**config.mk**
```make
export PLATFORM = sky130hd
export DESIGN_NAME = rs_top
export DESIGN_NICKNAME = d
export VERILOG_FILES = /design/src/prf_pkg.sv /design/src/rs_pkg.sv /design/src/prf_wb_if.sv /design/src/rs_alloc_if.sv /design/src/rs_age_ctr.sv /design/src/rs_entry_ctl.sv /design/src/rs_issue_sel.sv /design/src/rs_reg_trk.sv /design/src/rs_top.sv
export SDC_FILE = /design/constraint.sdc
export NUM_CORES = 1
export LEC_CHECK = 0
export ABC_AREA = 1
export BUFFER_PORTS_ARGS = -buffer_cell sky130_fd_sc_hd__clkbuf_2
export CAP_MARGIN = 20
export CORE_MARGIN = 1.5
export CORE_UTILIZATION = 59
export DETAILED_ROUTE_END_ITERATION = 10
export PLACE_DENSITY = 0.8
export SYNTH_ARGS = -nofsm -noshare
export SYNTH_HDL_FRONTEND = slang
export SYNTH_SLANG_ARGS = --single-unit
export TNS_END_PERCENT = 100
```
**constraint.sdc**
```tcl
create_clock -name clk -period 4.8 [get_ports clk]
set_clock_uncertainty 0.05 [all_clocks]
set_input_delay 0.24 -clock clk [delete_from_list [all_inputs] [get_ports clk]]
set_output_delay 0.24 -clock clk [all_outputs]
set_load 0.005 [all_outputs]
```
**src/prf_pkg.sv**
```systemverilog
package prf_pkg;

   localparam int IPRF_NUM_WRITES = 2;   // Write ports into the integer PRF.
   localparam int PRF_ID_W        = 6;
   localparam int RV_XLEN         = 32;

   typedef logic [PRF_ID_W-1:0] t_prf_id;
   typedef logic [RV_XLEN-1:0]  t_rv_reg_data;

   // One write into the physical register file.
   typedef struct packed {
      t_prf_id      pdst;
      t_rv_reg_data data;
   } t_prf_wr_pkt;

endpackage

```
**src/rs_pkg.sv**
```systemverilog
package rs_pkg;

   localparam int RS_DEF_NUM_ENTRIES = 4;   // Default depth of the station.

   typedef logic [5:0] t_rs_op;

   typedef struct packed {
      logic       is_imm;
      logic [4:0] areg;      // Architectural register number.
   } t_uopnd_descr;

   // What a tracker keeps about its source for the life of the entry.
   typedef struct packed {
      logic              psrc_pend;
      prf_pkg::t_prf_id  psrc;
      t_uopnd_descr      descr;
   } t_rs_reg_trk_static;

   typedef struct packed {
      t_rs_op             op;
      t_rs_reg_trk_static src0;
      t_rs_reg_trk_static src1;
      prf_pkg::t_prf_id   pdst;
   } t_rs_alloc_pkt;

   typedef struct packed {
      logic                  from_prf;   // Read the PRF at issue, data is unused.
      prf_pkg::t_rv_reg_data data;
   } t_rs_issue_src;

   typedef struct packed {
      t_rs_op           op;
      prf_pkg::t_prf_id pdst;
      t_rs_issue_src    src0;
      t_rs_issue_src    src1;
   } t_rs_issue_pkt;

endpackage

```
**src/prf_wb_if.sv**
```systemverilog
interface prf_wb_if (
   input logic clk
);
   import prf_pkg::*;

   logic        wr_en  [IPRF_NUM_WRITES-1:0];   // Single-cycle write strobes.
   t_prf_wr_pkt wr_pkt [IPRF_NUM_WRITES-1:0];

   // Write side, driven from the top level.
   modport src (
      output wr_en,
      output wr_pkt
   );

   // Snooping side, one per tracker.
   modport mon (
      input clk,
      input wr_en,
      input wr_pkt
   );

endinterface

```
**src/rs_alloc_if.sv**
```systemverilog
interface rs_alloc_if #(
   parameter int RS_NUM_ENTRIES = rs_pkg::RS_DEF_NUM_ENTRIES
);
   import rs_pkg::*;

   logic                      alloc;         // Strobe.
   logic [RS_NUM_ENTRIES-1:0] alloc_entry;   // One-hot target entry.
   t_rs_alloc_pkt             pkt;

   modport drv (
      output alloc,
      output alloc_entry,
      output pkt
   );

   // Every entry sees the whole bus and picks its own select bit.
   modport ent (
      input alloc,
      input alloc_entry,
      input pkt
   );

endinterface

```
**src/rs_age_ctr.sv**
```systemverilog
module rs_age_ctr #(
   parameter int RS_NUM_ENTRIES = rs_pkg::RS_DEF_NUM_ENTRIES
) (
   input  logic                      clk,
   input  logic                      reset,

   input  logic                      alloc,
   input  logic [RS_NUM_ENTRIES-1:0] busy,
   input  logic [RS_NUM_ENTRIES-1:0] req,
   input  logic                      issue_stall,

   output logic [RS_NUM_ENTRIES-1:0] alloc_entry,
   output logic [RS_NUM_ENTRIES-1:0] grant,
   output logic                      full
);
   localparam int AW = (RS_NUM_ENTRIES > 1) ? $clog2(RS_NUM_ENTRIES) : 1;

   logic [AW-1:0] age [RS_NUM_ENTRIES];   // Busy entries older than this one.
   logic [AW-1:0] grant_age;
   logic [AW-1:0] keep_cnt;
   logic          found;

   assign full = &busy;

   // Lowest free entry.
   always_comb begin
      alloc_entry = '0;
      found       = 1'b0;
      for (int i = 0; i < RS_NUM_ENTRIES; i++) begin
         if (!busy[i] && !found) begin
            alloc_entry[i] = 1'b1;
            found          = 1'b1;
         end
      end
   end

   // Oldest requester has the fewest older entries.
   always_comb begin
      grant = '0;
      for (int i = 0; i < RS_NUM_ENTRIES; i++) begin
         grant[i] = req[i] & ~issue_stall;
         for (int j = 0; j < RS_NUM_ENTRIES; j++) begin
            if (j != i && req[j] && age[j] < age[i]) grant[i] = 1'b0;
         end
      end
   end

   always_comb begin
      grant_age = '0;
      keep_cnt  = '0;
      for (int i = 0; i < RS_NUM_ENTRIES; i++) begin
         if (grant[i]) grant_age = age[i];
         keep_cnt = keep_cnt + AW'(busy[i] & ~grant[i]);   // Still busy after this edge.
      end
   end

   always_ff @(posedge clk) begin
      if (reset) begin
         for (int i = 0; i < RS_NUM_ENTRIES; i++) age[i] <= '0;
      end else begin
         for (int i = 0; i < RS_NUM_ENTRIES; i++) begin
            if (alloc && alloc_entry[i]) begin
               age[i] <= keep_cnt;
            end else if (busy[i] && |grant && age[i] > grant_age) begin
               age[i] <= age[i] - 1'b1;   // Lost one older entry.
            end
         end
      end
   end

   // Holds only while the counts of busy entries stay distinct.
   a_grant_onehot: assert property (
      @(posedge clk) disable iff (reset) $onehot0(grant)
   );

endmodule

```
**src/rs_entry_ctl.sv**
```systemverilog
module rs_entry_ctl #(
   parameter int ENTRY_IDX = 0
) (
   input  logic                  clk,
   input  logic                  reset,

   rs_alloc_if.ent               al,
   prf_wb_if.mon                 wb,

   input  logic                  grant,
   output logic                  busy,
   output logic                  req,
   output rs_pkg::t_rs_issue_pkt issue_pkt
);
   import prf_pkg::*;
   import rs_pkg::*;

   typedef enum logic [1:0] {
      FREE,
      WAIT_SRC,
      RDY
   } t_state;

   t_state       state;
   t_state       state_nxt;
   logic         e_alloc;
   t_rs_op       op;
   t_prf_id      pdst;
   logic         src0_ready;
   logic         src1_ready;
   logic         src0_from_prf;
   logic         src1_from_prf;
   t_rv_reg_data src0_data;
   t_rv_reg_data src1_data;
   logic         src_ready;

   assign e_alloc = al.alloc & al.alloc_entry[ENTRY_IDX];

   always_ff @(posedge clk) begin
      if (e_alloc) begin
         op   <= al.pkt.op;
         pdst <= al.pkt.pdst;
      end
   end

   rs_reg_trk u_src0 (
      .clk            (clk),
      .reset          (reset),
      .e_alloc        (e_alloc),
      .e_alloc_static (al.pkt.src0),
      .e_static       (),
      .wb             (wb),
      .ready          (src0_ready),
      .from_prf       (src0_from_prf),
      .src_data       (src0_data)
   );

   rs_reg_trk u_src1 (
      .clk            (clk),
      .reset          (reset),
      .e_alloc        (e_alloc),
      .e_alloc_static (al.pkt.src1),
      .e_static       (),
      .wb             (wb),
      .ready          (src1_ready),
      .from_prf       (src1_from_prf),
      .src_data       (src1_data)
   );

   assign src_ready = src0_ready & src1_ready;

   always_comb begin
      state_nxt = state;
      unique case (state)
         FREE:     if (e_alloc) state_nxt = WAIT_SRC;
         WAIT_SRC: begin
            if (grant)          state_nxt = FREE;
            else if (src_ready) state_nxt = RDY;
         end
         RDY:      if (grant) state_nxt = FREE;
         default:  state_nxt = FREE;
      endcase
   end

   always_ff @(posedge clk) begin
      if (reset) state <= FREE;
      else       state <= state_nxt;
   end

   assign busy = (state != FREE);
   assign req  = (state == RDY) | ((state == WAIT_SRC) & src_ready);   // No wait after wakeup.

   always_comb begin
      issue_pkt               = '0;
      issue_pkt.op            = op;
      issue_pkt.pdst          = pdst;
      issue_pkt.src0.from_prf = src0_from_prf;
      issue_pkt.src0.data     = src0_data;
      issue_pkt.src1.from_prf = src1_from_prf;
      issue_pkt.src1.data     = src1_data;
   end

   // The age counter may only pick an entry that is asking.
   a_grant_on_req: assert property (
      @(posedge clk) disable iff (reset) grant |-> req
   );

endmodule

```
**src/rs_issue_sel.sv**
```systemverilog
module rs_issue_sel #(
   parameter int RS_NUM_ENTRIES = rs_pkg::RS_DEF_NUM_ENTRIES
) (
   input  logic                      clk,
   input  logic                      reset,

   input  logic [RS_NUM_ENTRIES-1:0] grant,
   input  logic                      issue_stall,
   input  rs_pkg::t_rs_issue_pkt     entry_pkt [RS_NUM_ENTRIES],

   output logic                      issue_valid,
   output rs_pkg::t_rs_issue_pkt     issue_pkt
);
   import rs_pkg::*;

   t_rs_issue_pkt sel_pkt;
   logic          any_grant;

   assign any_grant = |grant;

   // Grant is one-hot, so an AND-OR mux is enough.
   always_comb begin
      sel_pkt = '0;
      for (int i = 0; i < RS_NUM_ENTRIES; i++) begin
         sel_pkt = sel_pkt | (entry_pkt[i] & {$bits(t_rs_issue_pkt){grant[i]}});
      end
   end

   always_ff @(posedge clk) begin
      if (reset) begin
         issue_valid <= 1'b0;
      end else if (!issue_stall) begin
         issue_valid <= any_grant;   // Held while stalled.
      end
   end

   always_ff @(posedge clk) begin
      if (!issue_stall && any_grant) issue_pkt <= sel_pkt;
   end

endmodule

```
**src/rs_reg_trk.sv**
```systemverilog
module rs_reg_trk (
   input  logic                       clk,
   input  logic                       reset,

   input  logic                       e_alloc,
   input  rs_pkg::t_rs_reg_trk_static e_alloc_static,
   output rs_pkg::t_rs_reg_trk_static e_static,

   prf_wb_if.mon                      wb,

   output logic                       ready,
   output logic                       from_prf,
   output prf_pkg::t_rv_reg_data      src_data
);
   import prf_pkg::*;
   import rs_pkg::*;

   typedef enum logic {
      SRC_PDG_RSLT,
      SRC_READY
   } t_fsm;

   t_fsm                       fsm;
   t_fsm                       fsm_nxt;
   t_rs_reg_trk_static         e_static_nxt;
   logic [IPRF_NUM_WRITES-1:0] wb_match;
   logic                       wb_match_any;
   logic                       waiting;

   assign ready    = (fsm == SRC_READY);
   assign from_prf = ~e_static.psrc_pend;

   // Compare against the incoming static on the allocation cycle.
   assign e_static_nxt = e_alloc ? e_alloc_static : e_static;

   always_ff @(posedge clk) begin
      if (e_alloc) e_static <= e_alloc_static;
   end

   for (genvar p = 0; p < IPRF_NUM_WRITES; p++) begin : g_wb_match
      assign wb_match[p] = wb.wr_en[p] & (wb.wr_pkt[p].pdst == e_static_nxt.psrc);
   end
   assign wb_match_any = |wb_match;

   assign waiting = e_alloc ? e_alloc_static.psrc_pend : (fsm == SRC_PDG_RSLT);

   always_ff @(posedge clk) begin
      if (wb_match_any && waiting) src_data <= wb.wr_pkt[0].data;   // Port 0 data only.
   end

   always_comb begin
      fsm_nxt = fsm;
      if (e_alloc) begin
         fsm_nxt = (e_alloc_static.psrc_pend && !wb_match_any) ? SRC_PDG_RSLT : SRC_READY;
      end else begin
         unique case (fsm)
            SRC_READY:    fsm_nxt = SRC_READY;
            SRC_PDG_RSLT: if (wb_match_any) fsm_nxt = SRC_READY;
            default:      fsm_nxt = SRC_READY;
         endcase
      end
   end

   always_ff @(posedge clk) begin
      if (reset) fsm <= SRC_READY;
      else       fsm <= fsm_nxt;
   end

   // Only a source that was pending at allocation can still be waiting.
   a_pdg_has_pend: assert property (
      @(posedge wb.clk) disable iff (reset) (fsm == SRC_PDG_RSLT) |-> e_static.psrc_pend
   );

endmodule

```
**src/rs_top.sv**
```systemverilog
module rs_top #(
   parameter int RS_NUM_ENTRIES = rs_pkg::RS_DEF_NUM_ENTRIES
) (
   input  logic                  clk,
   input  logic                  reset,

   input  logic                  alloc,
   input  rs_pkg::t_rs_alloc_pkt alloc_pkt,
   output logic                  rs_full,

   input  logic                  iprf_wr_en  [prf_pkg::IPRF_NUM_WRITES-1:0],
   input  prf_pkg::t_prf_wr_pkt  iprf_wr_pkt [prf_pkg::IPRF_NUM_WRITES-1:0],

   input  logic                  issue_stall,
   output logic                  issue_valid,
   output rs_pkg::t_rs_issue_pkt issue_pkt
);
   import rs_pkg::*;

   logic [RS_NUM_ENTRIES-1:0] ent_busy;
   logic [RS_NUM_ENTRIES-1:0] ent_req;
   logic [RS_NUM_ENTRIES-1:0] ent_grant;
   logic [RS_NUM_ENTRIES-1:0] free_entry;
   t_rs_issue_pkt             entry_pkt [RS_NUM_ENTRIES];

   prf_wb_if wb_if (
      .clk (clk)
   );

   rs_alloc_if #(
      .RS_NUM_ENTRIES (RS_NUM_ENTRIES)
   ) al_if ();

   assign wb_if.wr_en       = iprf_wr_en;
   assign wb_if.wr_pkt      = iprf_wr_pkt;
   assign al_if.alloc       = alloc;
   assign al_if.alloc_entry = free_entry;
   assign al_if.pkt         = alloc_pkt;

   for (genvar e = 0; e < RS_NUM_ENTRIES; e++) begin : g_ent
      rs_entry_ctl #(
         .ENTRY_IDX (e)
      ) u_ent (
         .clk       (clk),
         .reset     (reset),
         .al        (al_if.ent),
         .wb        (wb_if.mon),
         .grant     (ent_grant[e]),
         .busy      (ent_busy[e]),
         .req       (ent_req[e]),
         .issue_pkt (entry_pkt[e])
      );
   end

   rs_age_ctr #(
      .RS_NUM_ENTRIES (RS_NUM_ENTRIES)
   ) u_age (
      .clk         (clk),
      .reset       (reset),
      .alloc       (alloc),
      .busy        (ent_busy),
      .req         (ent_req),
      .issue_stall (issue_stall),
      .alloc_entry (free_entry),
      .grant       (ent_grant),
      .full        (rs_full)
   );

   rs_issue_sel #(
      .RS_NUM_ENTRIES (RS_NUM_ENTRIES)
   ) u_issue (
      .clk         (clk),
      .reset       (reset),
      .grant       (ent_grant),
      .issue_stall (issue_stall),
      .entry_pkt   (entry_pkt),
      .issue_valid (issue_valid),
      .issue_pkt   (issue_pkt)
   );

endmodule

```
Word level (Yosys, flattened, before mapping)
Memories as Yosys holds them, arrays and structs flattened.
Cells that the tools add are included.
{"block": "classes", "add_sub_neg": 7, "order_cmp": 16, "n_eq_ne": 36, "muxes": 128, "bitwise": 76, "reduce_logical": 80}
{"op": "bitwise AND 78 bit", "count": 4}
{"op": "bitwise OR 78 bit", "count": 3}
{"op": "equality test 6 bit", "count": 16}
{"op": "2-to-1 mux 12 bit", "count": 8}
{"op": "2-to-1 mux 1 bit", "count": 80}
{"op": "2-to-1 mux 2 bit", "count": 28}
{"op": "logical AND 1 bit", "count": 44}
{"op": "bitwise AND 1 bit", "count": 32}
{"op": "less-than comparator 2 bit", "count": 12}
{"op": "case mux 2 bit (3 select lines)", "count": 4}
{"op": "NOT 1 bit", "count": 17}
{"op": "case mux 1 bit (2 select lines)", "count": 8}
{"op": "OR reduction 2 bit", "count": 8}
{"op": "logical NOT 1 bit", "count": 14}
{"op": "!= test 3 x 1 -> 1 bit (second input constant)", "count": 4}
{"op": "bitwise OR 1 bit", "count": 12}
{"op": "AND reduction 3 bit", "count": 4}
{"op": "bitwise AND 1 x 2 -> 2 bit", "count": 4}
{"op": "equality test 2 x 1 -> 1 bit (second input constant)", "count": 4}
{"op": "equality test 2 bit (second input constant)", "count": 4}
{"op": "greater-than comparator 2 bit", "count": 4}
{"op": "logical NOT 2 bit", "count": 4}
{"op": "!= test 2 x 1 -> 1 bit (second input constant)", "count": 4}
{"op": "!= test 2 bit (second input constant)", "count": 4}
{"op": "6 further kinds", "count": 17}
{"block": "word_totals", "reg_bits": 503, "ramBits": 8, "out_inout_bits": 80, "memories": 1}
{"name": "u_age.age", "depth": 4, "width": 2, "rd": 4, "rd_clocked_by_memory_dff": 0, "write_ports": 4, "line_no": "rs_age_ctr.sv:18", "rtl": "logic [AW-1:0] age [RS_NUM_ENTRIES];"}

Depth between registers and ports, before layout
{"block": "depth", "ltp_word": 19, "mapped_depth": 20}

Modules after synthesis
From an unflattened synthesis, not the netlist that was laid out.
{"block": "unflattened", "hier_cells": 1960, "hier_area_um2": 21862.2}
{"mod": "rs_reg_trk", "instances": 8, "cells_per_inst": 138, "area_per_inst_um2": 1773.0}
{"mod": "rs_issue_sel", "instances": 1, "cells_per_inst": 513, "area_per_inst_um2": 4311.6}
{"mod": "rs_entry_ctl", "instances": 4, "cells_per_inst": 38, "area_per_inst_um2": 516.7}
{"mod": "rs_age_ctr", "instances": 1, "cells_per_inst": 191, "area_per_inst_um2": 1300.0}

Worst setup path after synthesis
OpenSTA, ideal clock, no wires.
{"block": "synth_timing", "path_type": "register to register", "start": "register g_ent[3].u_ent.state[1]", "end": "register g_ent[3].u_ent.u_src1.src_data[0] (enable)", "setup_time_ps": 432, "arrival_ps": 3179, "setup_slack_ps": 1139, "stages_incl_launch_ff": 13, "path_buffers": 1, "synth_period_minus_slack_ps": 3661, "path_cell_list": "dfxtp_1 -> inv_1 -> nand2_1 -> nor2_2 -> nand3_2 -> buf_6 -> inv_2 -> nand2_1 -> nand2_1 -> o21ai_1 -> nor2_1 -> nand2_1 -> a21oi_1"}
{"item": "from (decl)", "line_no": "rs_entry_ctl.sv:24", "rtl": "t_state state;"}
{"item": "from (signal assigned)", "line_no": "rs_entry_ctl.sv:87", "rtl": "else state <= state_nxt;"}
{"item": "to (signal assigned)", "line_no": "rs_reg_trk.sv:48", "rtl": "if (wb_match_any && waiting) src_data <= wb.wr_pkt[0].data;"}
{"item": "to (decl)", "line_no": "rs_reg_trk.sv:13", "rtl": "output prf_pkg::t_rv_reg_data src_data"}

==> results.md <==
STA:
- The top achievable clock speed is 257.4 MHz.
- Setup violations remaining at the end of the flow were counted as 0.
- The setup TNS is 0 ns.
- Setup repair after global routing left no endpoint under its margin.
- The worst path in the final design needs a cycle of 3.886 ns, including I/O delays and setup.
- The number of max-slew violations in the final report was 0.
- The relative max-transition margin is 36.44%.
- At the pin with the least slew margin, the transition time is 0.9533 ns.
- In the finished design, the share of the clock period the worst path needs comes to 80.95%.
- The hold violation total from the final report is 0.

Yosys:
- Yosys mapped a number of flops with a built-in enable equal to 398.
- The most used standard cell by instance count after synthesis is nand2_1.
- Counting every net in the synthesized netlist gives 1847.
- After synthesis, the netlist uses 38 different library cells.
- After synthesis, the mean cell area works out to 11.11 um2.
- Counting instances in the post-synthesis netlist gives the leading cell types as 629 x nand2_1, 398 x edfxtp_1, 109 x inv_1, 89 x nor2_1, 85 x nand3_1.
- The share of synthesized registers carrying an async set or reset is 0%.
- For this run, the leading register cell type out of synthesis is edfxtp_1.
- After synthesis the cells add up to 18950 um2.
- The proportion of netlist area held by the largest area contributor is 63.07%.
- The cell count after synthesis is 1705.
- The sequential element share of the synthesized area is 69.93%.
- Summed over all instances, the cell type with the most area after synthesis is edfxtp_1.
- The total number of yosys warnings is 0.
- Ranked by total cell area, the synthesized netlist is headed by edfxtp_1 63%, nand2_1 12%, dfxtp_1 6.9%.
- The total of flip-flops plus latches after synthesis is 463.

Worst setup path:
- The worst setup path is captured at a flip-flop.
- The largest fanout on the critical path is 8.
- For this design, the slowest cell found on the critical path is a2111oi_0.
- The cell occurring most often along the worst timing path is inv_1.
- The start-to-end type of the worst setup path is reg2reg.
- Among cell families on the critical path, the largest total delay comes from compound AO/OA/AOI/OAI gates.
- STA classifies the critical path startpoint as a flip-flop.
- Traced cell by cell, the critical path runs through inv_1 -> ha_1 -> a21oi_1 -> nor2_1 -> nand2_1 -> nand2_1 -> nor2_4 -> inv_1 -> nand3_1 -> o21ai_0 -> a31oi_1 -> ha_1 -> a2111oi_0 -> nand2_2 -> o21ai_1 -> inv_1.
- At the worst endpoint, the required time is 5.05 ns.
- The data arrival time of the worst path is 4.14 ns.
- In this design, the stage delay of the slowest critical-path cell is 0.51 ns.
- Together, buffers and inverters on the worst path number 3.

Finish:
- At the end of the flow, the number of nets in the layout was 2063.
- The layout overhead on the synthesized area is 17.02%.
- The area taken by flip-flops and latches is 13250 um2.
- Cells with a size suffix above 1 make up 14.45% of the layout.
- In the final layout, the multi-input gates occupy 5050 um2.
- The fill cell total of the finished layout is 2171.
- The finished layout holds 2362 standard cells, fillers aside.

Floorplanning:
- The overall die width is 182.2 um.
- During I/O placement, the number of pins put on the boundary was 200.
- The floorplan step defined a core boundary enclosing 31560 um2.
- The starting utilization of the core area is 60.06%.
- In this run the core area contains 65 standard-cell rows.
- The floorplan step set the die height to 182.2 um.
- The die covers 33200 um2.

Placed design:
- The post-detailed-placement half-perimeter wirelength is 26770 um.
- In this run, placement finished with an instance count of 2228.
- At the end of routability-driven placement, the weighted congestion stood at 0.9272.
- In this run the tool buffered the top-level ports with 155 buffer cells.

Clocking:
- The clock root buffer master is clkbuf_16.
- Clock-pin slew was measured on the worst setup and hold paths at 0.06 ns.
- TritonCTS built the clock tree.
- The H-tree was split into 2 levels.
- The clock network latency to the later pin of the worst-skew pair is 0.55 ns.
- Counting every sink on the clock net gives 463.
- Clock tree synthesis inserted a total of 45 buffers.
- The number of buffers inserted to repair setup after CTS is 0.
- In this run the deepest clock path goes through 3 buffers.

Detailed routing:
- The routed layout has 13305 vias.
- The number of optimization iterations in the first detailed-route pass is 5.
- The post-detailed-route count of antenna-violating nets is 0.
- After detailed routing, the total wire length is 45560 um.
- Dividing the detail-routed wire length by the instance count gives 19.29 um.
- Using the TritonRoute via totals, the vias-per-cell ratio works out to 5.633.
- After detailed routing, the number of remaining DRC violations is 0.
- The number of DRC markers in iteration 0 is 1439.

Global routing:
- The via count of the first global-routing pass is 13127.
- The number of antenna violations at the first check in global routing came to 1.
- The first global-routing pass estimated 70060 um of wire.
- The global router's overall resource usage is 27.59%.
- Entering global routing, the biggest net connects 75 pins.
- The total grt overflow is 0.

Power:
- In this run the static leakage power is 0.008607 uW.
- The power density over the cells is 422.2 nW/um2.
- The worst voltage drop across the vdd grid is 270.1 uV.

Hold path:
- The path class of the tightest hold or removal check is in2reg.

Outcome:
- The run finished with clean final reports.

Flow run:
- The total of max-cap violations is 0.
-- state kept, by name, indices dropped and copies added (netlist names), 8 cells and up --
signal                       cells
g_ent.u_ent.u_src0.e_static     28
g_ent.u_ent.op                  24
g_ent.u_ent.u_src1.src_data    128
g_ent.u_ent.pdst                24
g_ent.u_ent.u_src0.src_data    128
g_ent.u_ent.u_src1.e_static     28
g_ent.u_ent.state                8
u_age.age                        8
u_issue.issue_pkt               78
-- final timing paths --
path                                           start                                 end  slack (ns)  cells past startpoint
setup / recovery                     u_age.age[2][1]                     u_age.age[2][0]        0.91                     16
hold / removal                         alloc_pkt[12]   g_ent[2].u_ent.u_src1.e_static[6]       0.008                      3
setup reg to reg                     u_age.age[2][1]                     u_age.age[2][0]        0.91                     16
hold reg to reg   g_ent[0].u_ent.u_src1.e_static[10]  g_ent[0].u_ent.u_src1.e_static[10]        0.43                      2
-- routing by layer --
layer  GRT usage (%)  share of wire (%)
met2           46.24                 49
met4           10.81                3.1
met5               0                  0
met3           4.670                7.9
met1           36.31                 40
-- repair_timing --
item / 4_1_cts / 5_1_grt
hold buffers: 48 / 0
endpoints found under the hold margin: 314 / 0
resized for setup: 0 / 0
-- worst reg2reg max path, delay by kind of cell (launching register included) --
| family | cells | cell delay, ns |
|---|---|---|
| adder cells (fa/ha/maj) | 2 | 0.58 |
| buffers and inverters | 3 | 0.43 |
| AO/OA/AOI/OAI | 5 | 1.38 |
| AND/OR/NAND/NOR | 6 | 0.72 |
| flip-flops | 1 | 0.48 |
-- power by group --
part / leakage, uW / internal, uW / switching [uW]
sequential: 0.00417 / 4640 / 86.6
clock: 0.000728 / 2050 / 1460
combinational: 0.00371 / 368 / 751
-- cell families (layout without fill, tap and decap cells) --
| family | after synthesis | after routing | synth area share (%) |
|---|---|---|---|
| and+or+nand+nor | 912 | 912 | 20.32 |
| DFF | 463 | 463 | 69.93 |
| buffers and inverters | 172 | 425 | 3.909 |
| AOI/OAI and AO/OA | 120 | 120 | 3.605 |
| adders and majority gates | 22 | 22 | 1.492 |
| xor gates and xnor gates | 16 | 16 | 0.7395 |
| other | 0 | 2 | 0 |
-- cells in the final DEF (no fill, tap or decap), drive strengths merged --
| master | Yosys | routed |
|---|---|---|
| clkbuf | 29 | 209 |
| nand4 | 82 | 82 |
| o211ai | 6 | 6 |
| a2111oi | 4 | 4 |
| inv | 112 | 113 |
| nor2 | 101 | 101 |
| clkinvlp | 0 | 2 |
| nand3 | 86 | 86 |
| xnor2 | 2 | 2 |
| buf | 25 | 20 |
| dfxtp | 65 | 65 |
| xor2 | 14 | 14 |
| o22ai | 3 | 3 |
| fa | 1 | 1 |
| clkinv | 6 | 28 |
| a21oi | 24 | 24 |
| ha | 21 | 21 |
| diode | 0 | 2 |
| bufinv | 0 | 5 |
| o21bai | 1 | 1 |
| nand3b | 1 | 1 |
| nor3 | 4 | 4 |
| dlygate4sd3 | 0 | 48 |
| and2 | 1 | 1 |
| o21ai | 81 | 81 |
| nor4 | 1 | 1 |
| a31oi | 1 | 1 |
| nand2 | 636 | 636 |
| edfxtp | 398 | 398 |
-- through the flow --
stage / hold WS, ns / worst slack (ns) / cell area [um2] / util, % / power [uW]
3_5_place_dp: 0.4113 / 0.9824 / 20200 / 64.01 / 5872
6_report: 0.008251 / 0.9145 / 22180 / 70.28 / 9363
2_1_floorplan: 0.2889 / 1.139 / 18950 / - / 5501
5_1_grt: 0.03913 / 0.6215 / 22170 / 70.26 / 9706
4_1_cts: 0.004880 / 0.9695 / 22170 / 70.26 / 9377
3_3_place_gp: 0.4045 / 1.082 / 20200 / 64.01 / 5835
-- final cells by class --
class	count	share of cell area [%]
clock inverters	30	1.354
well taps	402	2.268
repair buffers	223	6.455
diodes	2	0.02257
inverters	118	1.997
clock buffers	54	5.371
flip-flops and latches	463	59.76
multi-input cells	1070	22.77
(Power assumes the default switching activity.)
